### config.mk
export PLATFORM = sky130hd
export DESIGN_NAME = spi_subsystem_top
export DESIGN_NICKNAME = d
export VERILOG_FILES = /design/src/design/spi_pkg.sv /design/src/design/spi_clock_gen.sv /design/src/design/spi_shift_engine.sv /design/src/design/spi_subsystem_top.sv /design/src/design/spi_target.sv /design/src/design/spi_wb_regs.sv
export SDC_FILE = /design/constraint.sdc
export NUM_CORES = 1
export LEC_CHECK = 0
export CORE_ASPECT_RATIO = 2
export CORE_MARGIN = 2
export CORE_UTILIZATION = 30
export DETAILED_ROUTE_END_ITERATION = 8
export DONT_BUFFER_PORTS = 1
export HOLD_SLACK_MARGIN = 0.05
export PLACE_DENSITY_LB_ADDON = 0.05
export RECOVER_POWER = 25
export SLEW_MARGIN = 15
export SYNTH_ARGS = -nofsm -noshare
export SYNTH_HDL_FRONTEND = slang
export SYNTH_SLANG_ARGS = --single-unit
### constraint.sdc
create_clock -name clk -period 3.93 [get_ports clk]
set_input_delay 0.1965 -clock clk [delete_from_list [all_inputs] [get_ports clk]]
set_output_delay 0.1965 -clock clk [all_outputs]
set_load 0.02 [all_outputs]
### src/design/spi_pkg.sv
// Shared types and constants for the Wishbone controlled SPI subsystem
// Every RTL block imports this package for the config and bus structs
`default_nettype none

package spi_pkg;

  // ****************************************
  // Widths
  // ****************************************

  // Default SPI word width used by the top level
  localparam int unsigned DATA_WIDTH_DEF = 16;

  // Wishbone data bus and word address widths
  localparam int unsigned WB_DATA_WIDTH = 32;
  localparam int unsigned WB_ADDR_WIDTH = 3;

  // Width of the SCLK divider field
  localparam int unsigned CLK_DIV_WIDTH = 8;

  // Smallest divider that still leaves the target time to synchronise the pins
  localparam logic [CLK_DIV_WIDTH-1:0] CLK_DIV_MIN = 8'd3;

  // ****************************************
  // Register map
  // ****************************************

  localparam logic [WB_ADDR_WIDTH-1:0] REG_CTRL      = 3'd0;
  localparam logic [WB_ADDR_WIDTH-1:0] REG_TXDATA    = 3'd1;
  localparam logic [WB_ADDR_WIDTH-1:0] REG_RXDATA    = 3'd2;
  localparam logic [WB_ADDR_WIDTH-1:0] REG_STATUS    = 3'd3;
  localparam logic [WB_ADDR_WIDTH-1:0] REG_TARGET_RX = 3'd4;

  // Bit positions inside CTRL
  localparam int unsigned CTRL_CPOL_BIT   = 0;
  localparam int unsigned CTRL_CPHA_BIT   = 1;
  localparam int unsigned CTRL_INV_CS_BIT = 2;
  localparam int unsigned CTRL_DIV_LSB    = 8;

  // Bit positions inside STATUS
  localparam int unsigned STAT_BUSY_BIT      = 0;
  localparam int unsigned STAT_TGT_VALID_BIT = 1;

  // ****************************************
  // Structs
  // ****************************************

  // SPI mode and rate, shared by master and target
  typedef struct packed {
    logic [CLK_DIV_WIDTH-1:0] clk_div;  // Half period is clk_div+1 clk cycles
    logic                     inv_cs;   // Chip select is active high when set
    logic                     cpha;
    logic                     cpol;
  } spi_cfg_t;

  // Wishbone classic request from the bus master
  typedef struct packed {
    logic                     cyc;
    logic                     stb;
    logic                     we;
    logic [WB_ADDR_WIDTH-1:0] adr;
    logic [WB_DATA_WIDTH-1:0] dat;
  } wb_req_t;

  // Wishbone classic response, data is valid together with ack
  typedef struct packed {
    logic                     ack;
    logic [WB_DATA_WIDTH-1:0] dat;
  } wb_rsp_t;

endpackage

`default_nettype wire

### src/design/spi_clock_gen.sv
// SCLK half period tick generator for the SPI master
// Emits one tick every clk_div+1 cycles while enable is high
`timescale 1ns/100ps
`default_nettype none

module spi_clock_gen
  import spi_pkg::*;
(
  input  wire logic                     clk,
  input  wire logic                     rst_n,
  input  wire logic                     enable,
  input  wire logic [CLK_DIV_WIDTH-1:0] clk_div,
  output logic                          tick
);

  // Counts down to zero, one tick per wrap
  logic [CLK_DIV_WIDTH-1:0] cnt;

  // ****************************************
  // Divider counter
  // ****************************************

  // While disabled the counter sits at the reload value
  // so the first half period after enable is full length
  always_ff @(posedge clk) begin
    if (!rst_n) begin
      cnt <= '0;
    end else if (!enable) begin
      cnt <= clk_div;
    end else if (cnt == '0) begin
      // Wrap and start the next half period
      cnt <= clk_div;
    end else begin
      cnt <= cnt - 1'b1;
    end
  end

  // The tick marks the last cycle of each half period
  // and the engine acts on it at the following clk edge
  assign tick = enable && (cnt == '0);

endmodule

`default_nettype wire

### src/design/spi_shift_engine.sv
// SPI master transfer sequencer for single words, MSB first
// A start pulse runs setup, 2*DATA_WIDTH SCLK edges and hold, then done pulses
`timescale 1ns/100ps
`default_nettype none

module spi_shift_engine
  import spi_pkg::*;
#(
  parameter int unsigned DATA_WIDTH = DATA_WIDTH_DEF
) (
  input  wire logic                  clk,
  input  wire logic                  rst_n,
  input  wire spi_cfg_t              cfg,
  input  wire logic                  start,
  input  wire logic [DATA_WIDTH-1:0] tx_word,
  output logic                       busy,
  output logic                       done,
  output logic [DATA_WIDTH-1:0]      rx_word,
  output logic                       sclk,
  output logic                       mosi,
  input  wire logic                  miso,
  output logic                       cs
);

  // Edge counter covers 0 .. 2*DATA_WIDTH-1
  localparam int unsigned EDGE_W = $clog2(2 * DATA_WIDTH);
  localparam logic [EDGE_W-1:0] LAST_EDGE = EDGE_W'(2 * DATA_WIDTH - 1);

  typedef enum logic [1:0] {
    ST_IDLE,
    ST_SETUP,
    ST_SHIFT,
    ST_HOLD
  } state_t;

  state_t              state;
  logic                tick;
  logic                sclk_ph;    // High while SCLK is away from its idle level
  logic                cs_active;
  logic [EDGE_W-1:0]   edge_cnt;
  logic [DATA_WIDTH-1:0] tx_sr;
  logic [DATA_WIDTH-1:0] rx_sr;
  logic                edge_now;
  logic                sample_en;
  logic                shift_en;

  spi_clock_gen clk_gen_i (
    .clk     (clk),
    .rst_n   (rst_n),
    .enable  (busy),
    .clk_div (cfg.clk_div),
    .tick    (tick)
  );

  // ****************************************
  // Edge decode
  // ****************************************

  // Even edge counts are leading edges, odd ones are trailing
  assign edge_now = (state == ST_SHIFT) && tick;

  // CPHA 0 samples on leading edges and moves data on trailing edges
  // CPHA 1 moves data on every leading edge but the first and samples on trailing
  assign sample_en = edge_now && (cfg.cpha ? edge_cnt[0] : !edge_cnt[0]);
  assign shift_en  = edge_now &&
                     (cfg.cpha ? (!edge_cnt[0] && (edge_cnt != '0)) : edge_cnt[0]);

  // ****************************************
  // Sequencer
  // ****************************************

  always_ff @(posedge clk) begin
    if (!rst_n) begin
      state     <= ST_IDLE;
      sclk_ph   <= 1'b0;
      cs_active <= 1'b0;
      edge_cnt  <= '0;
    end else begin
      case (state)
        ST_IDLE: begin
          if (start) begin
            state     <= ST_SETUP;
            cs_active <= 1'b1;
            edge_cnt  <= '0;
          end
        end
        // One half period with chip select asserted and MSB on MOSI
        ST_SETUP: begin
          if (tick) begin
            state <= ST_SHIFT;
          end
        end
        ST_SHIFT: begin
          if (tick) begin
            sclk_ph  <= !sclk_ph;
            edge_cnt <= edge_cnt + 1'b1;
            if (edge_cnt == LAST_EDGE) begin
              state <= ST_HOLD;
            end
          end
        end
        // One half period of hold before chip select drops
        ST_HOLD: begin
          if (tick) begin
            state     <= ST_IDLE;
            cs_active <= 1'b0;
          end
        end
        default: state <= ST_IDLE;
      endcase
    end
  end

  // Data shift registers
  always_ff @(posedge clk) begin
    if ((state == ST_IDLE) && start) begin
      tx_sr <= tx_word;
    end else if (shift_en) begin
      tx_sr <= {tx_sr[DATA_WIDTH-2:0], 1'b0};
    end
    if (sample_en) begin
      rx_sr <= {rx_sr[DATA_WIDTH-2:0], miso};
    end
  end

  assign busy    = (state != ST_IDLE);
  // Done coincides with busy falling, so the received word is complete here
  assign done    = (state == ST_HOLD) && tick;
  assign rx_word = rx_sr;

  // Pin levels follow the configured polarity
  assign sclk = cfg.cpol ^ sclk_ph;
  assign cs   = !(cs_active ^ cfg.inv_cs);
  assign mosi = tx_sr[DATA_WIDTH-1];

endmodule

`default_nettype wire

### src/design/spi_subsystem_top.sv
// Top level of the SPI subsystem with a Wishbone port, master pins and slave pins
// The master and the on-chip target share one CTRL register for their mode
`timescale 1ns/100ps
`default_nettype none

module spi_subsystem_top
  import spi_pkg::*;
#(
  parameter int unsigned           DATA_WIDTH        = DATA_WIDTH_DEF,
  parameter logic [DATA_WIDTH-1:0] DEFAULT_MISO_DATA = 16'hcafe
) (
  input  wire logic    clk,
  input  wire logic    rst_n,
  input  wire wb_req_t wb_req,
  output wb_rsp_t      wb_rsp,
  // Master port
  output logic         m_spi_sclk,
  output logic         m_spi_mosi,
  input  wire logic    m_spi_miso,
  output logic         m_spi_cs,
  // Slave port
  input  wire logic    s_spi_sclk,
  input  wire logic    s_spi_mosi,
  output logic         s_spi_miso,
  input  wire logic    s_spi_cs
);

  spi_cfg_t              cfg;
  logic                  start;
  logic [DATA_WIDTH-1:0] tx_word;
  logic                  busy;
  logic                  done;
  logic [DATA_WIDTH-1:0] rx_word;
  logic [DATA_WIDTH-1:0] target_word;
  logic                  target_done;

  spi_wb_regs #(
    .DATA_WIDTH (DATA_WIDTH)
  ) regs_i (
    .clk         (clk),
    .rst_n       (rst_n),
    .wb_req      (wb_req),
    .wb_rsp      (wb_rsp),
    .cfg         (cfg),
    .start       (start),
    .tx_word     (tx_word),
    .busy        (busy),
    .rx_word     (rx_word),
    .done        (done),
    .target_word (target_word),
    .target_done (target_done)
  );

  // Host side master
  spi_shift_engine #(
    .DATA_WIDTH (DATA_WIDTH)
  ) engine_i (
    .clk     (clk),
    .rst_n   (rst_n),
    .cfg     (cfg),
    .start   (start),
    .tx_word (tx_word),
    .busy    (busy),
    .done    (done),
    .rx_word (rx_word),
    .sclk    (m_spi_sclk),
    .mosi    (m_spi_mosi),
    .miso    (m_spi_miso),
    .cs      (m_spi_cs)
  );

  // Slave that echoes the previous word
  spi_target #(
    .DATA_WIDTH        (DATA_WIDTH),
    .DEFAULT_MISO_DATA (DEFAULT_MISO_DATA)
  ) target_i (
    .clk         (clk),
    .rst_n       (rst_n),
    .cfg         (cfg),
    .sclk        (s_spi_sclk),
    .mosi        (s_spi_mosi),
    .cs          (s_spi_cs),
    .miso        (s_spi_miso),
    .target_word (target_word),
    .target_done (target_done)
  );

endmodule

`default_nettype wire

### src/design/spi_target.sv
// SPI slave sampled in the clk domain, mode taken from the shared CTRL register
// Replies with the previous received word, or DEFAULT_MISO_DATA before the first one
`timescale 1ns/100ps
`default_nettype none

module spi_target
  import spi_pkg::*;
#(
  parameter int unsigned           DATA_WIDTH        = DATA_WIDTH_DEF,
  parameter logic [DATA_WIDTH-1:0] DEFAULT_MISO_DATA = 'hcafe
) (
  input  wire logic             clk,
  input  wire logic             rst_n,
  input  wire spi_cfg_t         cfg,
  input  wire logic             sclk,
  input  wire logic             mosi,
  input  wire logic             cs,
  output logic                  miso,
  output logic [DATA_WIDTH-1:0] target_word,
  output logic                  target_done
);

  // The three slave inputs move through the synchroniser together
  typedef struct packed {
    logic sclk;
    logic mosi;
    logic cs;
  } spi_pins_t;

  spi_pins_t             pin_s1;
  spi_pins_t             pin_s2;
  logic                  sclk_q;
  logic                  cs_q;
  logic                  in_xfer;
  logic                  lead_seen;
  logic                  have_word;
  logic [DATA_WIDTH-1:0] tx_sr;
  logic [DATA_WIDTH-1:0] rx_sr;
  logic                  cs_act;
  logic                  cs_act_q;
  logic                  cs_assert;
  logic                  cs_release;
  logic                  sclk_edge;
  logic                  lead;
  logic                  trail;
  logic                  sample_en;
  logic                  shift_en;

  // ****************************************
  // Pin events
  // ****************************************

  // Chip select activity after optional inversion
  assign cs_act   = !(pin_s2.cs ^ cfg.inv_cs);
  assign cs_act_q = !(cs_q ^ cfg.inv_cs);

  // A polarity change in CTRL can look like a release, in_xfer filters that out
  assign cs_assert  = cs_act && !cs_act_q && !in_xfer;
  assign cs_release = in_xfer && !cs_act;

  // Leading edges leave the idle level, trailing edges return to it
  assign sclk_edge = in_xfer && cs_act && (pin_s2.sclk ^ sclk_q);
  assign lead      = sclk_edge && (pin_s2.sclk != cfg.cpol);
  assign trail     = sclk_edge && (pin_s2.sclk == cfg.cpol);

  // Same phase rule as the master, seen from the slave side
  assign sample_en = cfg.cpha ? trail : lead;
  assign shift_en  = cfg.cpha ? (lead && lead_seen) : trail;

  // ****************************************
  // Synchroniser and transfer control
  // ****************************************

  always_ff @(posedge clk) begin
    if (!rst_n) begin
      pin_s1      <= '{sclk: 1'b0, mosi: 1'b0, cs: 1'b1};
      pin_s2      <= '{sclk: 1'b0, mosi: 1'b0, cs: 1'b1};
      sclk_q      <= 1'b0;
      cs_q        <= 1'b1;
      in_xfer     <= 1'b0;
      lead_seen   <= 1'b0;
      have_word   <= 1'b0;
      target_done <= 1'b0;
      tx_sr       <= DEFAULT_MISO_DATA;
    end else begin
      pin_s1      <= '{sclk: sclk, mosi: mosi, cs: cs};
      pin_s2      <= pin_s1;
      sclk_q      <= pin_s2.sclk;
      cs_q        <= pin_s2.cs;
      target_done <= cs_release;
      if (cs_assert) begin
        // Load the reply for this transfer
        in_xfer   <= 1'b1;
        lead_seen <= 1'b0;
        tx_sr     <= have_word ? target_word : DEFAULT_MISO_DATA;
      end else begin
        if (lead) begin
          lead_seen <= 1'b1;
        end
        if (shift_en) begin
          tx_sr <= {tx_sr[DATA_WIDTH-2:0], 1'b0};
        end
        if (cs_release) begin
          in_xfer   <= 1'b0;
          have_word <= 1'b1;
        end
      end
    end
  end

  // Received word, reported when chip select is released
  always_ff @(posedge clk) begin
    if (sample_en) begin
      rx_sr <= {rx_sr[DATA_WIDTH-2:0], pin_s2.mosi};
    end
    if (cs_release) begin
      target_word <= rx_sr;
    end
  end

  assign miso = tx_sr[DATA_WIDTH-1];

endmodule

`default_nettype wire

### src/design/spi_wb_regs.sv
// Wishbone classic register block for the SPI master and target
// Holds CTRL, launches transfers and captures received words for readback
`timescale 1ns/100ps
`default_nettype none

module spi_wb_regs
  import spi_pkg::*;
#(
  parameter int unsigned DATA_WIDTH = DATA_WIDTH_DEF
) (
  input  wire logic                  clk,
  input  wire logic                  rst_n,
  input  wire wb_req_t               wb_req,
  output wb_rsp_t                    wb_rsp,
  output spi_cfg_t                   cfg,
  output logic                       start,
  output logic [DATA_WIDTH-1:0]      tx_word,
  input  wire logic                  busy,
  input  wire logic [DATA_WIDTH-1:0] rx_word,
  input  wire logic                  done,
  input  wire logic [DATA_WIDTH-1:0] target_word,
  input  wire logic                  target_done
);

  logic                     ack_q;
  logic [WB_DATA_WIDTH-1:0] dat_q;
  logic [WB_DATA_WIDTH-1:0] rd_data;
  logic [DATA_WIDTH-1:0]    rx_data;
  logic [DATA_WIDTH-1:0]    target_rx;
  logic                     target_rx_valid;
  logic                     req_seen;
  logic                     wr_en;
  logic                     rd_en;
  logic                     idle;

  // A new request is one not yet acknowledged, which gives exactly one ack per cycle
  assign req_seen = wb_req.cyc && wb_req.stb && !ack_q;
  assign wr_en    = req_seen && wb_req.we;
  assign rd_en    = req_seen && !wb_req.we;

  // Writes to CTRL and TXDATA only take effect with no transfer in flight
  assign idle = !busy && !start;

  // ****************************************
  // Read mux
  // ****************************************

  always_comb begin
    rd_data = '0;
    case (wb_req.adr)
      REG_CTRL: begin
        rd_data[CTRL_CPOL_BIT]                     = cfg.cpol;
        rd_data[CTRL_CPHA_BIT]                     = cfg.cpha;
        rd_data[CTRL_INV_CS_BIT]                   = cfg.inv_cs;
        rd_data[CTRL_DIV_LSB +: CLK_DIV_WIDTH]     = cfg.clk_div;
      end
      REG_TXDATA:    rd_data = WB_DATA_WIDTH'(tx_word);
      REG_RXDATA:    rd_data = WB_DATA_WIDTH'(rx_data);
      REG_STATUS: begin
        rd_data[STAT_BUSY_BIT]      = busy;
        rd_data[STAT_TGT_VALID_BIT] = target_rx_valid;
      end
      REG_TARGET_RX: rd_data = WB_DATA_WIDTH'(target_rx);
      default:       rd_data = '0;
    endcase
  end

  // ****************************************
  // Control registers
  // ****************************************

  always_ff @(posedge clk) begin
    if (!rst_n) begin
      ack_q           <= 1'b0;
      start           <= 1'b0;
      cfg             <= '{clk_div: CLK_DIV_MIN, inv_cs: 1'b0, cpha: 1'b0, cpol: 1'b0};
      target_rx_valid <= 1'b0;
    end else begin
      ack_q <= req_seen;
      start <= wr_en && (wb_req.adr == REG_TXDATA) && idle;
      if (wr_en && (wb_req.adr == REG_CTRL) && idle) begin
        cfg.cpol   <= wb_req.dat[CTRL_CPOL_BIT];
        cfg.cpha   <= wb_req.dat[CTRL_CPHA_BIT];
        cfg.inv_cs <= wb_req.dat[CTRL_INV_CS_BIT];
        // Dividers below the minimum are raised to it
        if (wb_req.dat[CTRL_DIV_LSB +: CLK_DIV_WIDTH] < CLK_DIV_MIN) begin
          cfg.clk_div <= CLK_DIV_MIN;
        end else begin
          cfg.clk_div <= wb_req.dat[CTRL_DIV_LSB +: CLK_DIV_WIDTH];
        end
      end
      // A new target word wins over a clearing read in the same cycle
      if (target_done) begin
        target_rx_valid <= 1'b1;
      end else if (rd_en && (wb_req.adr == REG_TARGET_RX)) begin
        target_rx_valid <= 1'b0;
      end
    end
  end

  // Data registers
  always_ff @(posedge clk) begin
    dat_q <= rd_data;
    if (wr_en && (wb_req.adr == REG_TXDATA) && idle) begin
      tx_word <= wb_req.dat[DATA_WIDTH-1:0];
    end
    if (done) begin
      rx_data <= rx_word;
    end
    if (target_done) begin
      target_rx <= target_word;
    end
  end

  assign wb_rsp.ack = ack_q;
  assign wb_rsp.dat = dat_q;

endmodule

`default_nettype wire

======== Yosys cells after proc, flatten, opt, wreduce, memory -nomap -nowiden ========
Index checks and enable logic that the tools add are counted.
storage, ports and cells
  bits in registers ....................... 187
  output and inout bits ................... 37
  word-level logic and storage cells ...... 141
operators by class
  $add $sub $neg .......................... 2
  order comparisons ....................... 1
  eq/ne operators ......................... 15
  mux-type cells .......................... 32
  bitwise gates (word level) .............. 7
  reduce and logical (&&, ||, !) cells .... 51
operators by type and width
  kind                 count
  $mux 16              5
  $pmux 8 s4           1
  $logic_and 1x1->1    25
  $mux 8               3
  $pmux 5 s3           1
  $reduce_bool 2->1    7
  $mux 1               10
  $mux 2               5
  $mux 5               2
  $pmux 2 s5           1
  $pmux 5 s2           1
  $logic_not 1->1      9
  $logic_not 8->1      1
  $lt 8x2->1 const B   1
  $pmux 2 s4           1
  $sub 8x1->8 const B  1
  $eq 3x2->1 const B   2
  $ne 2x1->1 const B   3
  $reduce_and 3->1     2
  $add 5x1->5 const B  1
  $eq 5x5->1 const B   1
  $reduce_and 5->1     1
  $reduce_bool 5->1    1
  $xor 1x1->1          5
  14 further kinds     18

======== Logic depth before layout (Yosys ltp) ========
  depth after elaboration ................. 9
  mapped depth ............................ 8
  gate-level depth less buffers ........... 6

======== Modules after synthesis ========
From an unflattened synthesis, not the netlist that was laid out.
second synthesis, totals
  cells, all modules ...................... 551
  area total of the unflattened synthesis .. 7355.8 µm²
modules (own cells, without submodules)
  module            instances  cells each  area an instance (µm²)  sequential area each (µm²)
  spi_wb_regs       1          213         2947.8                  2042.0
  spi_target        1          170         2190.9                  1521.5
  spi_shift_engine  1          120         1770.4                  1141.1
  spi_clock_gen     1          48          446.7                   160.2

======== Least setup slack after synthesis ========
Ideal clock, no wire load.
  path type ............................... register to register
  from .................................... register engine_i.state[0]
  to ...................................... register engine_i.tx_sr[0], enable pin
  library setup time ...................... 411 ps
  arrival time ............................ 2361 ps
  required time ........................... 3519 ps
  slack ................................... 1157 ps
  stages on the path, launching flop included .. 7
  path buffers ............................ 1
  cell sequence ........................... dfxtp_1 > inv_1 > ha_1 > clkbuf_1 > nor2b_1 > nand3_1 > o21ai_0
on the way
  word-level cells in the longest chain between the ends .. 5
  elaborated cells between the ends (all ways) .. 8
  classes of those cells .................. eq/ne: 1; reduce/logical: 7
RTL lines
  element                          line                     source
  start: declaration               spi_shift_engine.sv:36   state_t state;
  start signal: assignment         spi_shift_engine.sv:74   state <= ST_IDLE;
  start signal: assignment         spi_shift_engine.sv:82   state <= ST_SETUP;
  start signal: assignment         spi_shift_engine.sv:90   state <= ST_SHIFT;
  $reduce_bool 2->1                spi_shift_engine.sv:126  assign busy = (state != ST_IDLE);
  $logic_and 1x1->1                spi_clock_gen.sv:40      assign tick = enable && (cnt == '0);
  $logic_and 1x1->1                spi_shift_engine.sv:60   assign edge_now = (state == ST_SHIFT) && tick;
  $logic_and 1x1->1                spi_shift_engine.sv:65   assign shift_en = edge_now &&
  $reduce_bool 2->1 (no line) (*)  -
  end signal: assignment           spi_shift_engine.sv:117  tx_sr <= tx_word;
  end signal: assignment           spi_shift_engine.sv:119  tx_sr <= {tx_sr[DATA_WIDTH-2:0], 1'b0};
  end: declaration                 spi_shift_engine.sv:41   logic [DATA_WIDTH-1:0] tx_sr;
Mark *: on every way between the ends. The rest lies on a longest branch, timed or not.
A chain may end at the register's enable or synchronous reset.

======== Worst setup path after layout ========
  from .................................... register engine_i.state[0]
  to ...................................... register regs_i.cfg[3] (netlist name)
on the way
  word-level cells in the longest chain between the ends .. 4
RTL lines
  element            line                     source
  $reduce_bool 2->1  spi_shift_engine.sv:126
  $logic_not 1->1    -
  $logic_and 1x1->1  spi_wb_regs.sv:42        assign idle = !busy && !start;
  $logic_and 1x1->1  spi_wb_regs.sv:81        if (wr_en && (wb_req.adr == REG_CTRL) && idle) begin
Every way passes these cells.

==> key figures <==
Logic synthesis
  • Mapped cell area: 7217 um^2
  • Post-Syn Instances: 551
  • Simple-Gate Fraction of Synth Area: 10.97%
  • Main flop type after synthesis: edfxtp_1
  • XOR/XNOR share of the synthesized area: 1.803%
  • Mux cell area share after synthesis: 5.600%
  • Largest family of logic cells by synthesized area: simple AND/OR/NAND/NOR gates
  • Largest area contributor in the netlist: edfxtp_1
  • Synthesis Warnings: 0
  • Seq/Total Area, Yosys: 67.41%
  • Post-synth EDFFs: 112
  • FFs w/ async S/R, synth: 0%
  • Synth cell types: 53
  • Compound-Gate Fraction of Synth Area: 8.443%
  • Seq cells post-synth: 187
  • Top post-synthesis cells by area: edfxtp_1, dfxtp_1, mux2i_1, nor2_1, mux2_2
  • Post-synth top area share: 46.60%
  • Post-Synth Adder-Cell Area: 1.560%
  • Syn avg cell area: 13.10 um^2

Finish
  • Fin cells: 877
  • Area delta synth->final: 14.72%
  • Share of cells above drive strength 1: 11.38%
  • Nets: 629
  • Finished Core Util: 34.90%

Min path
  • Hold_sp: wb_req[32]
  • Worst hold path stage count: 3
  • Hold-critical path endpoint: regs_i.cfg[3]
  • Worst min path class: input port to register

Clock network
  • Htree depth: 4
  • Clk root buf: clkbuf_16
  • CTS Sinks: 187
  • Clk pin slew, worst setup/hold paths: 0.07 ns
  • Clock Latency Late Sink: 0.44 ns
  • CTS buffer count: 17
  • Longest Clk Path Bufs: 2
  • CTS tree: built
  • CTS resizes: 0

Pwr
  • Gate power share: 3.2%
  • PwrDens: 478.2 nW/um^2
  • Sw frac: 21.70%
  • Reg power frac: 53.3%
  • Power share of the clock group: 43.4%
  • VDD IR max: 0.2119 mV
  • Net Sw Power: 0.8592 mW
  • Internal power: 3.100 mW
  • Lkg Pwr: 3.002 nW
  • Tot Pwr: 3.959 mW

Die
  • Die height: 223.3 um
  • Top-level I/O count: 81
  • Row count: 80
  • Die W: 113.7 um
  • Initial Utilization: 30.42%
  • Die ar.: 25,390 um^2
  • Core ar.: 23,720 um^2

Timing
  • Crit path time final: 2.384 ns
  • Fin. Hold Viols: 0
  • Setup-failing EPs final: 0
  • Fmax: 419.5 MHz
  • Worst Tran Pin Value: 1.070 ns
  • Setup_tns: 0 ns
  • Final worst-path cycle share: 60.66%
  • Clk_skew: 0.009826 ns
  • RSZ-0062 raised after global routing: false
  • Slew Viols, Final: 0
  • Final hold slack: 0.09959 ns
  • Headroom to the max-slew limit: 28.69%

Placement
  • Dpl cells: 819
  • Final GP Congestion: 0.7933
  • I/O Buffers: 0
  • DP Wirelength: 12,790 um

Detailed routing
  • Vias per std cell: 4.920
  • Total routed wirelength: 18,240 um
  • DRC viols: 0
  • Avg WL per Cell: 20.80 um
  • Via count: 4,315
  • Drt pass-1 iters: 4
  • DRT iter0 DRCs: 198
  • Antenna-violating nets left: 0

Setup path
  • Critical Path AT: 2.66 ns
  • FF-to-FF setup slack: 1.55 ns
  • CP required: 4.21 ns
  • Worst setup EP type: register
  • Critical path startpoint category: register
  • Crit Path Class: register to register
  • Crit path max fanout: 11
  • R2r worst-path depth: 6
  • Reg-to-reg endpoint: regs_i.cfg[3]
  • Reg2reg start: engine_i.state[0]

Outcome
  • Outcome: complete, no violations

Global routing
  • Pin count of the biggest net entering global routing: 23
  • Gr usage total: 15.13%
  • Vias in the first global route: 4,638
  • Initial antenna violation count: 1
  • First-pass GRT wire length: 27,730 um
  • Congestion Overflow GR: 0

Run
  • Max-cap violations: 0
==> state kept, by name, indices dropped and copies added, names as in the netlist, 5 cells and up <==
signal,count
engine_i.clk_gen_i.cnt,8
engine_i.edge_cnt,5
engine_i.rx_word,16
engine_i.tx_sr,16
regs_i.cfg,11
regs_i.dat_q,16
regs_i.rx_data,16
regs_i.target_rx,16
regs_i.tx_word,16
target_i.rx_sr,16
target_i.target_word,16
target_i.tx_sr,16
==> cell usage in the layout (no fill, tap or decap), types with 6 or more instances in the layout <==
cell type / instances
edfxtp_1: 112
dfxtp_1: 75
nor2_1: 48
nand2_1: 35
o21ai_0: 30
dlygate4sd3_1: 25
a21oi_1: 22
mux2i_1: 19
nand3_1: 17
clkbuf_16: 17
conb_1: 16
mux2_2: 15
inv_1: 13
a31oi_1: 11
a211oi_1: 11
ha_1: 9
and2_1: 8
and3_1: 7
xor2_1: 7
buf_4: 7
xnor2_1: 6
==> cell usage after synthesis (6+ instances only) <==
cell type    n
mux2_2      15
a211oi_1    11
and3_1       7
edfxtp_1   112
inv_1       13
xor2_1       7
a21oi_1     22
nand2_1     35
mux2i_1     19
a31oi_1     11
buf_2        9
ha_1         9
clkbuf_1    12
nor2_1      48
o21ai_0     31
and2_1       8
dfxtp_1     75
nand3_1     17
buf_4       17
xnor2_1      6
==> final cells by class <==
type,count,area [um^2]
diodes,1,2.502
inverters,13,48.80
fillers,2286,15440
clock buffers,25,505.5
multi-input cells,325,2113
well taps,287,359.1
repair buffers,32,302.8
flip-flops and latches,187,4865
clock inverters,7,82.58
==> worst max-delay path by stage <==
stage	from	endpoint	slack (ns)
finish	engine_i.state[0]	regs_i.cfg[3]	1.55
global route	engine_i.state[0]	regs_i.cfg[3]	1.39
CTS	engine_i.state[0]	engine_i.tx_sr[8]	1.49
detailed placement	engine_i.state[0]	engine_i.tx_sr[3]	1.51
global placement	engine_i.state[0]	engine_i.tx_sr[12]	1.48
floorplan	engine_i.state[0]	engine_i.tx_sr[0]	1.16
==> power groups by stage <==
stage	Clock, mW	Combinational, mW	Sequential, mW
5_1_grt	1.85	0.139	2.11
3_3_place_gp	0	0.0956	2.16
6_report	1.72	0.128	2.11
2_1_floorplan	0	0.0989	2.15
4_1_cts	1.79	0.130	2.11
3_5_place_dp	0	0.0962	2.16
==> repair_timing <==
item | in CTS | in global routing
endpoints found under the hold margin | 63 | 0
endpoints found under the setup margin | 0 | 0
buffers inserted | 0 | 0
hold buffers | 25 | 0
==> kinds of logic after synthesis <==
| group | Yosys count |
|---|---|
| compound gates | 97 |
| xor+xnor | 14 |
| fa+ha+maj | 9 |
| buf+inv | 54 |
| flops | 187 |
| mux | 36 |
| other cells | 1 |
| simple gates | 153 |
==> worst max-delay path, cell delays in order (launching register included) <==
cell      delay [ns]
dfxtp_1         0.34
inv_1           0.10
ha_1            0.33
and4bb_2        0.32
nand3_1         0.59
a211oi_1        0.43
o21ai_0         0.11
==> metrics by stage <==
step                      instance area, um^2  worst slack (ns)
after detailed placement                 7438             1.511
final                                    8279             1.546
after global routing                     8279             1.389
after CTS                                8277             1.487
after global placement                   7438             1.479
after floorplan                          7273             1.157
==> routing by layer <==
metal  routed length, um  track usage [%]  vias to the layer above
met2               10820            29.94                       94
met1                6084            13.78                     2158
met3                 583            3.776                       37
met4                 749            7.396                        0
met5                   0                0                        -
li1                    -                -                     2026
Power figures use the tool's default switching activity.
